<file path="config.mk">
export PLATFORM = sky130hd
export DESIGN_NAME = pio
export DESIGN_NICKNAME = d
export VERILOG_FILES = /design/src/rtl/pio_host_pkg.sv /design/src/rtl/pio_isa_pkg.sv /design/src/rtl/pio.sv /design/src/rtl/pio_fifo.sv /design/src/rtl/pio_host_ctrl.sv /design/src/rtl/pio_pin_merge.sv /design/src/rtl/pio_sm.sv
export SDC_FILE = /design/constraint.sdc
export NUM_CORES = 2
export LEC_CHECK = 0
export BUFFER_PORTS_ARGS = -buffer_cell sky130_fd_sc_hd__buf_4
export CAP_MARGIN = 5
export CELL_PAD_IN_SITES_DETAIL_PLACEMENT = 0
export CELL_PAD_IN_SITES_GLOBAL_PLACEMENT = 2
export CORE_UTILIZATION = 45
export DETAILED_ROUTE_END_ITERATION = 7
export PLACE_DENSITY = 0.86
export SLEW_MARGIN = 0
export SYNTH_ARGS = -nofsm -noshare
export SYNTH_HDL_FRONTEND = slang
export SYNTH_SLANG_ARGS = --single-unit
</file>
<file path="constraint.sdc">
create_clock -name clk -period 5.2 [get_ports clk]
set_clock_uncertainty 0.1 [all_clocks]
set_input_delay 0 -clock clk [delete_from_list [all_inputs] [get_ports clk]]
set_output_delay 0 -clock clk [all_outputs]
set_load 0.02 [all_outputs]
</file>
<file path="src/rtl/pio_host_pkg.sv">
package pio_host_pkg;

  // Host actions, encoded as the host has always sent them
  typedef enum logic [3:0] {
    ACT_NOP      = 4'd0,
    ACT_WR_INSTR = 4'd1,
    ACT_WRAP     = 4'd2,
    ACT_PULL     = 4'd3,
    ACT_PUSH     = 4'd4,
    ACT_SET_BASE = 4'd5,
    ACT_ENABLE   = 4'd6,
    ACT_DIV      = 4'd7
  } host_action_t;

  typedef logic [1:0]  sm_idx_t;
  typedef logic [4:0]  addr_t;
  typedef logic [15:0] div_t; // Step every div+1 cycles
  typedef logic [31:0] word_t;

  typedef struct packed {
    host_action_t action;
    sm_idx_t      mindex;
    addr_t        index;
    word_t        data;
  } host_cmd_t;

  typedef struct packed {
    logic  enable;
    addr_t wrap_start;
    addr_t wrap_end;
    div_t  div;
    addr_t set_base;
  } sm_cfg_t;

  // Per-bit write strobes and values from one machine
  typedef struct packed {
    word_t out_we;
    word_t out_val;
    word_t dir_we;
    word_t dir_val;
  } sm_pins_t;

endpackage

</file>
<file path="src/rtl/pio_isa_pkg.sv">
package pio_isa_pkg;

  typedef logic [15:0] instr_t;
  typedef logic [4:0]  imm5_t;

  typedef enum logic [2:0] {
    OP_JMP   = 3'd0,
    OP_IN_X  = 3'd2,
    OP_OUT_X = 3'd3,
    OP_PUSH  = 3'd4,
    OP_PULL  = 3'd5,
    OP_NOP   = 3'd6,
    OP_SET   = 3'd7
  } opcode_t;

  typedef enum logic [1:0] {
    SET_PINS    = 2'd0,
    SET_X       = 2'd1,
    SET_PINDIRS = 2'd2
  } set_dest_t;

  typedef struct packed {
    opcode_t    op;
    logic       x_dec; // 0 always, 1 if X-- nonzero
    logic [6:0] rsvd;
    imm5_t      target;
  } jmp_fmt_t;

  typedef struct packed {
    opcode_t    op;
    logic [5:0] rsvd;
    set_dest_t  dest;
    imm5_t      data;
  } set_fmt_t;

endpackage

</file>
<file path="src/rtl/pio.sv">
`timescale 1ns/1ps

module pio #(
  parameter int NUM_SM     = 2,
  parameter int FIFO_DEPTH = 4
) (
  input  logic                    clk,
  input  logic                    reset,
  input  pio_host_pkg::host_cmd_t cmd,
  output pio_host_pkg::word_t     dout,
  output logic [NUM_SM-1:0]       rx_valid,
  output pio_host_pkg::word_t     gpio_out,
  output pio_host_pkg::word_t     gpio_dir
);

  pio_host_pkg::sm_cfg_t  cfg [NUM_SM];
  pio_host_pkg::addr_t    instr_addr [NUM_SM];
  pio_isa_pkg::instr_t    instr_data [NUM_SM];
  pio_host_pkg::word_t    tx_head [NUM_SM];
  pio_host_pkg::word_t    rx_head [NUM_SM];
  pio_host_pkg::word_t    rx_data [NUM_SM];
  pio_host_pkg::sm_pins_t pins [NUM_SM];
  pio_host_pkg::word_t    tx_data;
  logic [NUM_SM-1:0]      tx_push;
  logic [NUM_SM-1:0]      tx_pop;
  logic [NUM_SM-1:0]      tx_empty;
  logic [NUM_SM-1:0]      rx_push;
  logic [NUM_SM-1:0]      rx_pop;
  logic [NUM_SM-1:0]      rx_empty;
  logic [NUM_SM-1:0]      rx_full;

  pio_host_ctrl #(.NUM_SM(NUM_SM)) ctrl_i (
    .clk, .reset, .cmd, .cfg, .instr_addr, .instr_data,
    .tx_push, .tx_data, .rx_pop, .rx_head, .rx_empty, .dout
  );

  for (genvar i = 0; i < NUM_SM; i++) begin : g_sm
    pio_fifo #(.FIFO_DEPTH(FIFO_DEPTH)) tx_fifo_i (
      .clk, .reset,
      .push(tx_push[i]), .wdata(tx_data), .pop(tx_pop[i]),
      .head(tx_head[i]), .empty(tx_empty[i]), .full()
    );

    pio_sm sm_i (
      .clk, .reset,
      .cfg(cfg[i]),
      .instr_addr(instr_addr[i]), .instr_data(instr_data[i]),
      .tx_head(tx_head[i]), .tx_empty(tx_empty[i]), .tx_pop(tx_pop[i]),
      .rx_full(rx_full[i]), .rx_push(rx_push[i]), .rx_data(rx_data[i]),
      .pins(pins[i])
    );

    pio_fifo #(.FIFO_DEPTH(FIFO_DEPTH)) rx_fifo_i (
      .clk, .reset,
      .push(rx_push[i]), .wdata(rx_data[i]), .pop(rx_pop[i]),
      .head(rx_head[i]), .empty(rx_empty[i]), .full(rx_full[i])
    );
  end

  assign rx_valid = ~rx_empty;

  pio_pin_merge #(.NUM_SM(NUM_SM)) merge_i (
    .clk, .reset, .pins, .gpio_out, .gpio_dir
  );

endmodule

</file>
<file path="src/rtl/pio_fifo.sv">
`timescale 1ns/1ps

module pio_fifo #(
  parameter int FIFO_DEPTH = 4
) (
  input  logic                clk,
  input  logic                reset,
  input  logic                push,
  input  pio_host_pkg::word_t wdata,
  input  logic                pop,
  output pio_host_pkg::word_t head,
  output logic                empty,
  output logic                full
);

  localparam int PTR_W = (FIFO_DEPTH > 1) ? $clog2(FIFO_DEPTH) : 1;
  localparam int CNT_W = $clog2(FIFO_DEPTH + 1);

  pio_host_pkg::word_t mem [FIFO_DEPTH];
  logic [PTR_W-1:0]    wr_ptr;
  logic [PTR_W-1:0]    rd_ptr;
  logic [CNT_W-1:0]    count;
  logic                do_push;
  logic                do_pop;

  function automatic logic [PTR_W-1:0] ptr_inc(input logic [PTR_W-1:0] p);
    return (p == PTR_W'(FIFO_DEPTH - 1)) ? '0 : p + 1'b1;
  endfunction

  assign empty   = (count == '0);
  assign full    = (count == CNT_W'(FIFO_DEPTH));
  assign do_push = push && !full;
  assign do_pop  = pop && !empty;
  assign head    = mem[rd_ptr]; // Fall-through head

  always_ff @(posedge clk) begin
    if (do_push) begin
      mem[wr_ptr] <= wdata;
    end
  end

  always_ff @(posedge clk) begin
    if (reset) begin
      wr_ptr <= '0;
      rd_ptr <= '0;
      count  <= '0;
    end else begin
      if (do_push) wr_ptr <= ptr_inc(wr_ptr);
      if (do_pop) rd_ptr <= ptr_inc(rd_ptr);
      case ({do_push, do_pop})
        2'b10:   count <= count + 1'b1;
        2'b01:   count <= count - 1'b1;
        default: count <= count;
      endcase
    end
  end

endmodule

</file>
<file path="src/rtl/pio_host_ctrl.sv">
`timescale 1ns/1ps

module pio_host_ctrl #(
  parameter int NUM_SM = 2
) (
  input  logic                  clk,
  input  logic                  reset,
  input  pio_host_pkg::host_cmd_t cmd,
  output pio_host_pkg::sm_cfg_t cfg [NUM_SM],
  input  pio_host_pkg::addr_t   instr_addr [NUM_SM],
  output pio_isa_pkg::instr_t   instr_data [NUM_SM],
  output logic [NUM_SM-1:0]     tx_push,
  output pio_host_pkg::word_t   tx_data,
  output logic [NUM_SM-1:0]     rx_pop,
  input  pio_host_pkg::word_t   rx_head [NUM_SM],
  input  logic [NUM_SM-1:0]     rx_empty,
  output pio_host_pkg::word_t   dout
);

  pio_isa_pkg::instr_t instr_mem [32]; // Shared by all machines
  pio_host_pkg::word_t pull_head;
  logic                pull_ok;

  always_ff @(posedge clk) begin
    if (cmd.action == pio_host_pkg::ACT_WR_INSTR) begin
      instr_mem[cmd.index] <= cmd.data[15:0];
    end
  end

  for (genvar m = 0; m < NUM_SM; m++) begin : g_port
    assign instr_data[m] = instr_mem[instr_addr[m]];
    assign tx_push[m]    = (cmd.action == pio_host_pkg::ACT_PUSH) && (cmd.mindex == m);
    assign rx_pop[m]     = (cmd.action == pio_host_pkg::ACT_PULL) && (cmd.mindex == m);
  end

  assign tx_data = cmd.data;

  // Head of the addressed RX FIFO
  always_comb begin
    pull_head = '0;
    pull_ok   = 1'b0;
    for (int m = 0; m < NUM_SM; m++) begin
      if (cmd.mindex == m) begin
        pull_head = rx_head[m];
        pull_ok   = !rx_empty[m];
      end
    end
  end

  always_ff @(posedge clk) begin
    if (reset) begin
      for (int m = 0; m < NUM_SM; m++) begin
        cfg[m] <= '0;
      end
    end else begin
      for (int m = 0; m < NUM_SM; m++) begin
        if (cmd.action == pio_host_pkg::ACT_ENABLE) begin
          cfg[m].enable <= cmd.data[m]; // One bit per machine
        end
        if (cmd.mindex == m) begin
          case (cmd.action)
            pio_host_pkg::ACT_WRAP: begin
              cfg[m].wrap_start <= cmd.data[9:5];
              cfg[m].wrap_end   <= cmd.index;
            end
            pio_host_pkg::ACT_DIV: begin
              cfg[m].div <= cmd.data[15:0];
            end
            pio_host_pkg::ACT_SET_BASE: begin
              cfg[m].set_base <= cmd.index;
            end
            default: begin
            end
          endcase
        end
      end
    end
  end

  always_ff @(posedge clk) begin
    if (reset) begin
      dout <= '0;
    end else if (cmd.action == pio_host_pkg::ACT_PULL && pull_ok) begin
      dout <= pull_head; // Same edge as the pop
    end
  end

endmodule

</file>
<file path="src/rtl/pio_pin_merge.sv">
`timescale 1ns/1ps

module pio_pin_merge #(
  parameter int NUM_SM = 2
) (
  input  logic                   clk,
  input  logic                   reset,
  input  pio_host_pkg::sm_pins_t pins [NUM_SM],
  output pio_host_pkg::word_t    gpio_out,
  output pio_host_pkg::word_t    gpio_dir
);

  pio_host_pkg::word_t out_next;
  pio_host_pkg::word_t dir_next;

  // Later machines overwrite earlier ones bit by bit
  always_comb begin
    out_next = gpio_out;
    dir_next = gpio_dir;
    for (int m = 0; m < NUM_SM; m++) begin
      out_next = (out_next & ~pins[m].out_we) | (pins[m].out_val & pins[m].out_we);
      dir_next = (dir_next & ~pins[m].dir_we) | (pins[m].dir_val & pins[m].dir_we);
    end
  end

  always_ff @(posedge clk) begin
    if (reset) begin
      gpio_out <= '0;
      gpio_dir <= '0; // All inputs
    end else begin
      gpio_out <= out_next;
      gpio_dir <= dir_next;
    end
  end

endmodule

</file>
<file path="src/rtl/pio_sm.sv">
`timescale 1ns/1ps

module pio_sm (
  input  logic                  clk,
  input  logic                  reset,
  input  pio_host_pkg::sm_cfg_t cfg,
  output pio_host_pkg::addr_t   instr_addr,
  input  pio_isa_pkg::instr_t   instr_data,
  input  pio_host_pkg::word_t   tx_head,
  input  logic                  tx_empty,
  output logic                  tx_pop,
  input  logic                  rx_full,
  output logic                  rx_push,
  output pio_host_pkg::word_t   rx_data,
  output pio_host_pkg::sm_pins_t pins
);

  pio_host_pkg::div_t    div_cnt;
  pio_host_pkg::addr_t   pc;
  pio_host_pkg::addr_t   pc_next;
  pio_host_pkg::word_t   x;
  pio_host_pkg::word_t   osr;
  pio_host_pkg::word_t   isr;
  pio_host_pkg::word_t   field_mask;
  pio_host_pkg::word_t   field_val;
  pio_isa_pkg::jmp_fmt_t jmp_f;
  pio_isa_pkg::set_fmt_t set_f;
  pio_isa_pkg::opcode_t  op;
  logic                  tick;
  logic                  stall;
  logic                  exec;

  assign jmp_f = pio_isa_pkg::jmp_fmt_t'(instr_data);
  assign set_f = pio_isa_pkg::set_fmt_t'(instr_data);
  assign op    = jmp_f.op;

  assign tick = cfg.enable && (div_cnt >= cfg.div);
  assign exec = tick && !stall;

  always_ff @(posedge clk) begin
    if (reset) begin
      div_cnt <= '0;
    end else if (cfg.enable) begin
      div_cnt <= tick ? '0 : div_cnt + 1'b1; // Frozen while disabled
    end
  end

  // SET field placed at the pin base, upper overflow falls off
  assign field_mask = pio_host_pkg::word_t'(5'h1f) << cfg.set_base;
  assign field_val  = pio_host_pkg::word_t'(set_f.data) << cfg.set_base;

  always_comb begin
    pc_next = (pc == cfg.wrap_end) ? cfg.wrap_start : pc + 1'b1;
    stall   = 1'b0;
    tx_pop  = 1'b0;
    rx_push = 1'b0;
    pins    = '0;
    case (op)
      pio_isa_pkg::OP_JMP: begin
        if (!jmp_f.x_dec || x != '0) pc_next = jmp_f.target;
      end
      pio_isa_pkg::OP_SET: begin
        pins.out_val = field_val;
        pins.dir_val = field_val;
        if (set_f.dest == pio_isa_pkg::SET_PINS && tick) pins.out_we = field_mask;
        if (set_f.dest == pio_isa_pkg::SET_PINDIRS && tick) pins.dir_we = field_mask;
      end
      pio_isa_pkg::OP_PULL: begin
        stall  = tx_empty;
        tx_pop = tick && !tx_empty;
      end
      pio_isa_pkg::OP_PUSH: begin
        stall   = rx_full;
        rx_push = tick && !rx_full;
      end
      default: begin
      end
    endcase
  end

  always_ff @(posedge clk) begin
    if (reset) begin
      pc <= '0;
      x  <= '0;
    end else if (exec) begin
      pc <= pc_next;
      case (op)
        pio_isa_pkg::OP_JMP: begin
          if (jmp_f.x_dec) x <= x - 1'b1; // Wraps past zero
        end
        pio_isa_pkg::OP_SET: begin
          if (set_f.dest == pio_isa_pkg::SET_X) x <= pio_host_pkg::word_t'(set_f.data);
        end
        pio_isa_pkg::OP_OUT_X: begin
          x <= osr;
        end
        default: begin
        end
      endcase
    end
  end

  // Shift registers
  always_ff @(posedge clk) begin
    if (exec) begin
      case (op)
        pio_isa_pkg::OP_PULL:  osr <= tx_head;
        pio_isa_pkg::OP_OUT_X: osr <= '0; // All 32 bits shifted out
        pio_isa_pkg::OP_IN_X:  isr <= x;
        pio_isa_pkg::OP_PUSH:  isr <= '0;
        default: begin
        end
      endcase
    end
  end

  assign instr_addr = pc;
  assign rx_data    = isr;

endmodule

</file>
Yosys cells after proc, flatten, opt, wreduce, memory -nomap -nowiden --
Memory sizes are Yosys's and may differ from the RTL's. A register that Yosys moved wholly into a read port is not among the register bits. Cells that the tools add are included.
Word-level totals: register bits after elaboration 422, latch bits 0, memory bits (writable) 1024, bits in read-only memories 0, memories 5
Operators by class: $add $sub $neg 22, $mul 0, divide/modulo/power cells 0, magnitude comparators 2, eq/ne operators 48, shift-type cells 4, mux-type cells 68, bitwise gates (word level) 17, reductions and logical operators 72
Memories:
- ctrl_i.instr_mem | depth 32, bits a word 16, rd ports 2, clocked after Yosys merged registers in 2, wr ports 1, RTL line pio_host_ctrl.sv:20 | pio_isa_pkg::instr_t instr_mem [32];
- g_sm[0].rx_fifo_i.mem | depth 4, bits a word 32, rd ports 1, clocked after Yosys merged registers in 1, wr ports 1, RTL line pio_fifo.sv:19 | pio_host_pkg::word_t mem [FIFO_DEPTH];
- g_sm[0].tx_fifo_i.mem | depth 4, bits a word 32, rd ports 1, clocked after Yosys merged registers in 1, wr ports 1, RTL line pio_fifo.sv:19
- g_sm[1].rx_fifo_i.mem | depth 4, bits a word 32, rd ports 1, clocked after Yosys merged registers in 1, wr ports 1, RTL line pio_fifo.sv:19
- g_sm[1].tx_fifo_i.mem | depth 4, bits a word 32, rd ports 1, clocked after Yosys merged registers in 1, wr ports 1, RTL line pio_fifo.sv:19
Operators by type and width (count):
- $mux 32 | 10
- $and 32x32->32 | 8
- $mux 128 | 2
- $pmux 32 s2 | 4
- $pmux 32 s3 | 2
- $not 32->32 | 4
- $or 32x32->32 | 4
- $reduce_bool 32->1 | 2
- $shl 5x5->32 | 2
- $shl 5x5->32 const A | 2
- $sub 32x1->32 const B | 2
- $mux 5 | 10
- $add 16x1->16 const B | 2
- $ge 16x16->1 | 2
- $mux 16 | 2
- $mux 2 | 16
- $eq 3x3->1 const B | 10
- $eq 2x2->1 const B | 14
- $logic_and 1x1->1 | 25
- $pmux 3 s2 | 4
- $reduce_and 2->1 | 10
- $logic_not 3->1 | 6
- $add 2x1->2 const B | 8
- $eq 4x3->1 const B | 4
- 18 further kinds | 78

Depth between registers and ports, before layout --
depth after elaboration 10, gate-level depth with buffers 17, depth with buffers taken out 15

Hierarchy --
A second synthesis with hierarchy kept.
Unflattened totals: cell total of the unflattened synthesis 5144, area total of the unflattened synthesis 67059.3 µm²
Modules (own cells, without submodules):
- pio_host_ctrl | times used 1, cells each 2204, area each 28609.9 µm², sequential area each 17296.6 µm²
- pio_fifo | times used 4, cells each 221, area each 5102.4 µm², sequential area each 4023.9 µm²
- pio_sm at g_sm[1].sm_i | times used 1, cells each 866, area each 7328.3 µm², sequential area each 2982.9 µm²
- pio_sm at g_sm[0].sm_i | times used 1, cells each 861, area each 7282.0 µm², sequential area each 2982.9 µm²
- pio_pin_merge | times used 1, cells each 327, area each 3422.0 µm², sequential area each 1281.2 µm²
- pio | times used 1, cells each 2, area each 7.5 µm², sequential area each 0.0 µm²

Worst setup path before layout --
Ideal clock, no wire load.
kind register to register, from register (tool-made name), to register g_sm[0].sm_i.isr[0] (enable), setup time 0.421 ns, arrival time 3.676 ns, required time 4.679 ns, setup slack 1.003 ns, cell stages (with the launch flop) 10, buffers on the path 2, period minus slack after synthesis 4.197 ns, path through dfxtp_1 -> buf_4 -> mux4_2 -> o211ai_1 -> nand4_1 -> mux2i_1 -> a21boi_0 -> clkbuf_1 -> nand2_1 -> nor2_1
RTL lines:
- end signal: assignment | RTL line pio_sm.sv:109 | pio_isa_pkg::OP_IN_X: isr <= x;
- end signal: assignment | RTL line pio_sm.sv:110 | pio_isa_pkg::OP_PUSH: isr <= '0;
- end: declaration | RTL line pio_sm.sv:23 | pio_host_pkg::word_t isr;

==> flow_summary.rst <==
.. list-table::
   :header-rows: 1

   * - Metric
     - Value
   * - Average via count per standard cell
     - 5.944
   * - Final routed wirelength across all metal layers
     - 161800 um
   * - Share of layout cells above drive strength 1
     - 0.1686
   * - Maximum number of pins on one net before global-route repair
     - 157
   * - Reg-to-Reg End
     - g_sm[0].rx_fifo_i.count[2]
   * - Commonest non-fill, non-tap cell in the layout
     - sky130_fd_sc_hd__edfxtp_1
   * - Effective utilization at floorplan
     - 0.4562
   * - Slew at the pin with the worst max-slew slack
     - 1168 ps
   * - Share of the synthesized area in the top cell type
     - 0.5166
   * - Period utilisation layout
     - 0.9083
   * - Total congestion overflow
     - 0
   * - Final critical delay including setup and external delays
     - 4723 ps
   * - Global routing usage summed across all routing layers
     - 0.2458
   * - Number of buffers inserted during clock tree synthesis
     - 141
   * - Cell area after layout
     - 66200 um^2
   * - Die Span Y
     - 360.0 um
   * - Maximum frequency from static timing analysis
     - 211.7 MHz
   * - Hold Fails Final Rpt
     - 0
   * - Sequential cell area fraction in the yosys report
     - 0.6249
   * - Antenna violations before repair
     - 2
   * - Cell Rows
     - 130
   * - Path type of the worst min-delay path
     - input port to flip-flop
   * - Worst reg-to-reg path cell count
     - 13
   * - Netlist area before placement
     - 57660 um^2
   * - Slack of the worst reg-to-reg path
     - 480 ps
   * - Outcome
     - complete, but fails checks
   * - Port Buffer Count
     - 142
   * - Core region area
     - 126400 um^2
   * - Flop and latch count out of synthesis
     - 1304
   * - Setup repair after global routing missed its margin
     - false
   * - Worst slew slack as a fraction of its limit
     - 0.2152
   * - Synthesized instance count
     - 4290
   * - Type of the worst setup path
     - flip-flop to flip-flop
   * - Critical Path RT
     - 5780 ps
   * - Number of nets in the synthesized netlist
     - 4401
   * - Mean routed wirelength per cell
     - 25.64 um
   * - DRT iter0 DRCs
     - 3745
   * - Length of the first detailed-routing pass in iterations
     - 8
   * - Maximum buffer depth of the clock tree
     - 3
   * - Clock Latency Late Sink
     - 780 ps
   * - Layout overhead on the synthesized area
     - 14.82%
   * - Main synth FF type
     - sky130_fd_sc_hd__edfxtp_1
   * - Hold path endpoint
     - ctrl_i.cfg[12]
   * - Floorplan die area
     - 129600 um^2
   * - Number of global-route vias before repair
     - 36080
   * - Number of enable flip-flop cells after synthesis
     - 992
   * - Clock slew seen by the registers of the worst setup and hold paths
     - 60 ps
   * - Antenna viol nets, final
     - 0
   * - Setup TNS
     - 0 ps
   * - Arrival time at the worst endpoint
     - 5300 ps
   * - Max-cap violations
     - 0
   * - Yosys cell types
     - 98
   * - Minimum hold slack
     - 52.99 ps
   * - Number of DRC violations after detailed routing
     - 5
   * - Violated checks
     - DRC
   * - Post-synthesis async set-or-reset flop share
     - 0
   * - Wire length of the first global-routing pass
     - 238700 um
   * - Final Slew Violations
     - 0
   * - Highest fanout seen on the critical path
     - 50
   * - Startpoint of the worst hold path
     - cmd[7]
   * - Worst Hold Path Cells
     - 4
   * - Ys Warns
     - 0
   * - Clock sink count
     - 1304
   * - Nets@finish
     - 4654
   * - Total via count after detailed routing
     - 37500
   * - Cell Area, Placed
     - 61020 um^2
   * - Startpoint class of the critical path
     - flip-flop
   * - Die span in x
     - 360.0 um
   * - Dominant cells by area after synthesis
     - sky130_fd_sc_hd__edfxtp_1 (52%), sky130_fd_sc_hd__dfxtp_1 (11%), sky130_fd_sc_hd__mux2i_1 (6.6%)
   * - Highest ir drop seen on vdd
     - 231.0 uV
   * - Clk root buf
     - sky130_fd_sc_hd__clkbuf_16
   * - Setup violators final
     - 0
   * - Clock tree from TritonCTS
     - yes
   * - Depth of the CTS H-tree
     - 4
   * - Count of pins on the block boundary
     - 143
   * - Number of setup buffers added after CTS
     - 0
   * - Most area-hungry cell type in the Yosys netlist
     - sky130_fd_sc_hd__edfxtp_1
   * - Detailed placement HPWL
     - 105400 um
   * - Crit path capture type
     - flip-flop
   * - P_leak
     - 21.75 nW
   * - Resize count post-CTS
     - 0
   * - Mapped Avg Cell Area
     - 13.44 um^2
   * - Weighted congestion at the end of routability-driven global placement
     - 0.9182
   * - Pwr dens
     - 328.1 nW/um^2
   * - Commonest cells after routing, fill and taps aside
     - sky130_fd_sc_hd__edfxtp_1 (992), sky130_fd_sc_hd__mux2i_1 (379), sky130_fd_sc_hd__nor2_1 (330)
   * - Power, Total
     - 21.72 mW
logic make-up (layout without fill, tap and decap cells):
kind of cell | Yosys count | in the layout | share of synthesized area
other cells | 0 | 3 | 0
mux | 559 | 559 | 0.1322
flops | 1304 | 1304 | 0.6249
compound gates | 775 | 775 | 0.09101
buf+inv | 354 | 720 | 0.02897
xor+xnor | 69 | 69 | 0.01048
fa+ha+maj | 66 | 66 | 0.01484
simple gates | 1163 | 1163 | 0.09752
sequential cells by signal, summed over array words and instances (netlist names), 32 cells and up, named ones only:
register and cells:
ctrl_i.cfg 64, ctrl_i.dout 32, ctrl_i.instr_mem 352, g_sm.rx_fifo_i.mem 256, g_sm.sm_i.div_cnt 32, g_sm.sm_i.osr 64
g_sm.sm_i.rx_data 64, g_sm.sm_i.x 64, g_sm.tx_fifo_i.mem 256
metrics by stage:
step	utilization	worst slack [ps]	std cells
6_report	0.5238	476.7	6309
5_1_grt	0.5238	343.8	6306
4_1_cts	0.5238	591.0	6306
3_5_place_dp	0.4828	603.2	5983
3_3_place_gp	0.4828	580.3	5983
2_1_floorplan	-	1003	4290
power breakdown:
group	switching (mW)	total (mW)	internal (mW)
Sequential	0.0232	11.2	11.2
Clock	4.17	9.77	5.60
Combinational	0.525	0.760	0.235
routing by layer:
| metal | global-route usage | share of wire | vias up |
|---|---|---|---|
| li1 | - | - | 16890 |
| met5 | 0 | 0.000080 | - |
| met1 | 0.3597 | 0.45 | 18800 |
| met3 | 0.04533 | 0.080 | 217 |
| met4 | 0.06712 | 0.023 | 2 |
| met2 | 0.3749 | 0.45 | 1589 |
how the worst max path moves through the flow:
stage                     cells after the start  slack, ps      start                    endpoint
after global routing                         13        340  flip-flop  g_sm[0].rx_fifo_i.count[2]
final                                        13        480  flip-flop  g_sm[0].rx_fifo_i.count[2]
after global placement                       11        580  flip-flop          g_sm[0].sm_i.x[27]
after detailed placement                     11        600  flip-flop    g_sm[0].sm_i.rx_data[28]
after floorplan                               9       1000  flip-flop     g_sm[0].sm_i.rx_data[0]
after CTS                                    13        590  flip-flop  g_sm[0].rx_fifo_i.count[2]
synthesized netlist by cell type (all sizes together) (8+ instances only):
cell type	instances
a211oi	34
a21oi	247
a221oi	36
a22o	16
a22oi	134
a2bb2oi	9
a31oi	31
and2	32
and3	31
and4	10
buf	97
clkbuf	161
dfxtp	312
edfxtp	992
ha	62
inv	95
mux2	19
mux2i	380
mux4	160
nand2	281
nand2b	19
nand3	109
nand3b	8
nand4	23
nor2	351
nor2b	136
nor3	66
nor4	25
o211ai	11
o21a	11
o21ai	112
o22ai	26
o31ai	12
o32ai	20
or2	15
or3	32
xnor2	26
xor2	43
critical path, stage by stage (launching register included):
cell and delay [ps]:
sky130_fd_sc_hd__dfxtp_4 940, sky130_fd_sc_hd__buf_4 450, sky130_fd_sc_hd__mux4_2 350, sky130_fd_sc_hd__o211ai_1 430, sky130_fd_sc_hd__nand4_1 500, sky130_fd_sc_hd__nor4_4 410
sky130_fd_sc_hd__and3_1 330, sky130_fd_sc_hd__inv_1 100, sky130_fd_sc_hd__ha_1 210, sky130_fd_sc_hd__inv_1 80, sky130_fd_sc_hd__fa_1 180, sky130_fd_sc_hd__xor2_1 70
sky130_fd_sc_hd__or3_1 300, sky130_fd_sc_hd__a21oi_1 160
area by class of cell:
type	instances	area [um^2]
inverter	96	360.3
timing repair buffer	368	3100
antenna	3	7.507
sequential	1304	36050
clock buffer	176	3785
fill	10460	60180
tap	1650	2064
clock inverter	80	724.4
multi-input combinational	2632	20120
timing repair:
action,in CTS,in global routing
endpoints found under the hold margin,1072,0
endpoints found under the setup margin,0,0
hold buffers,67,0
Power figures use the tool's default switching activity.
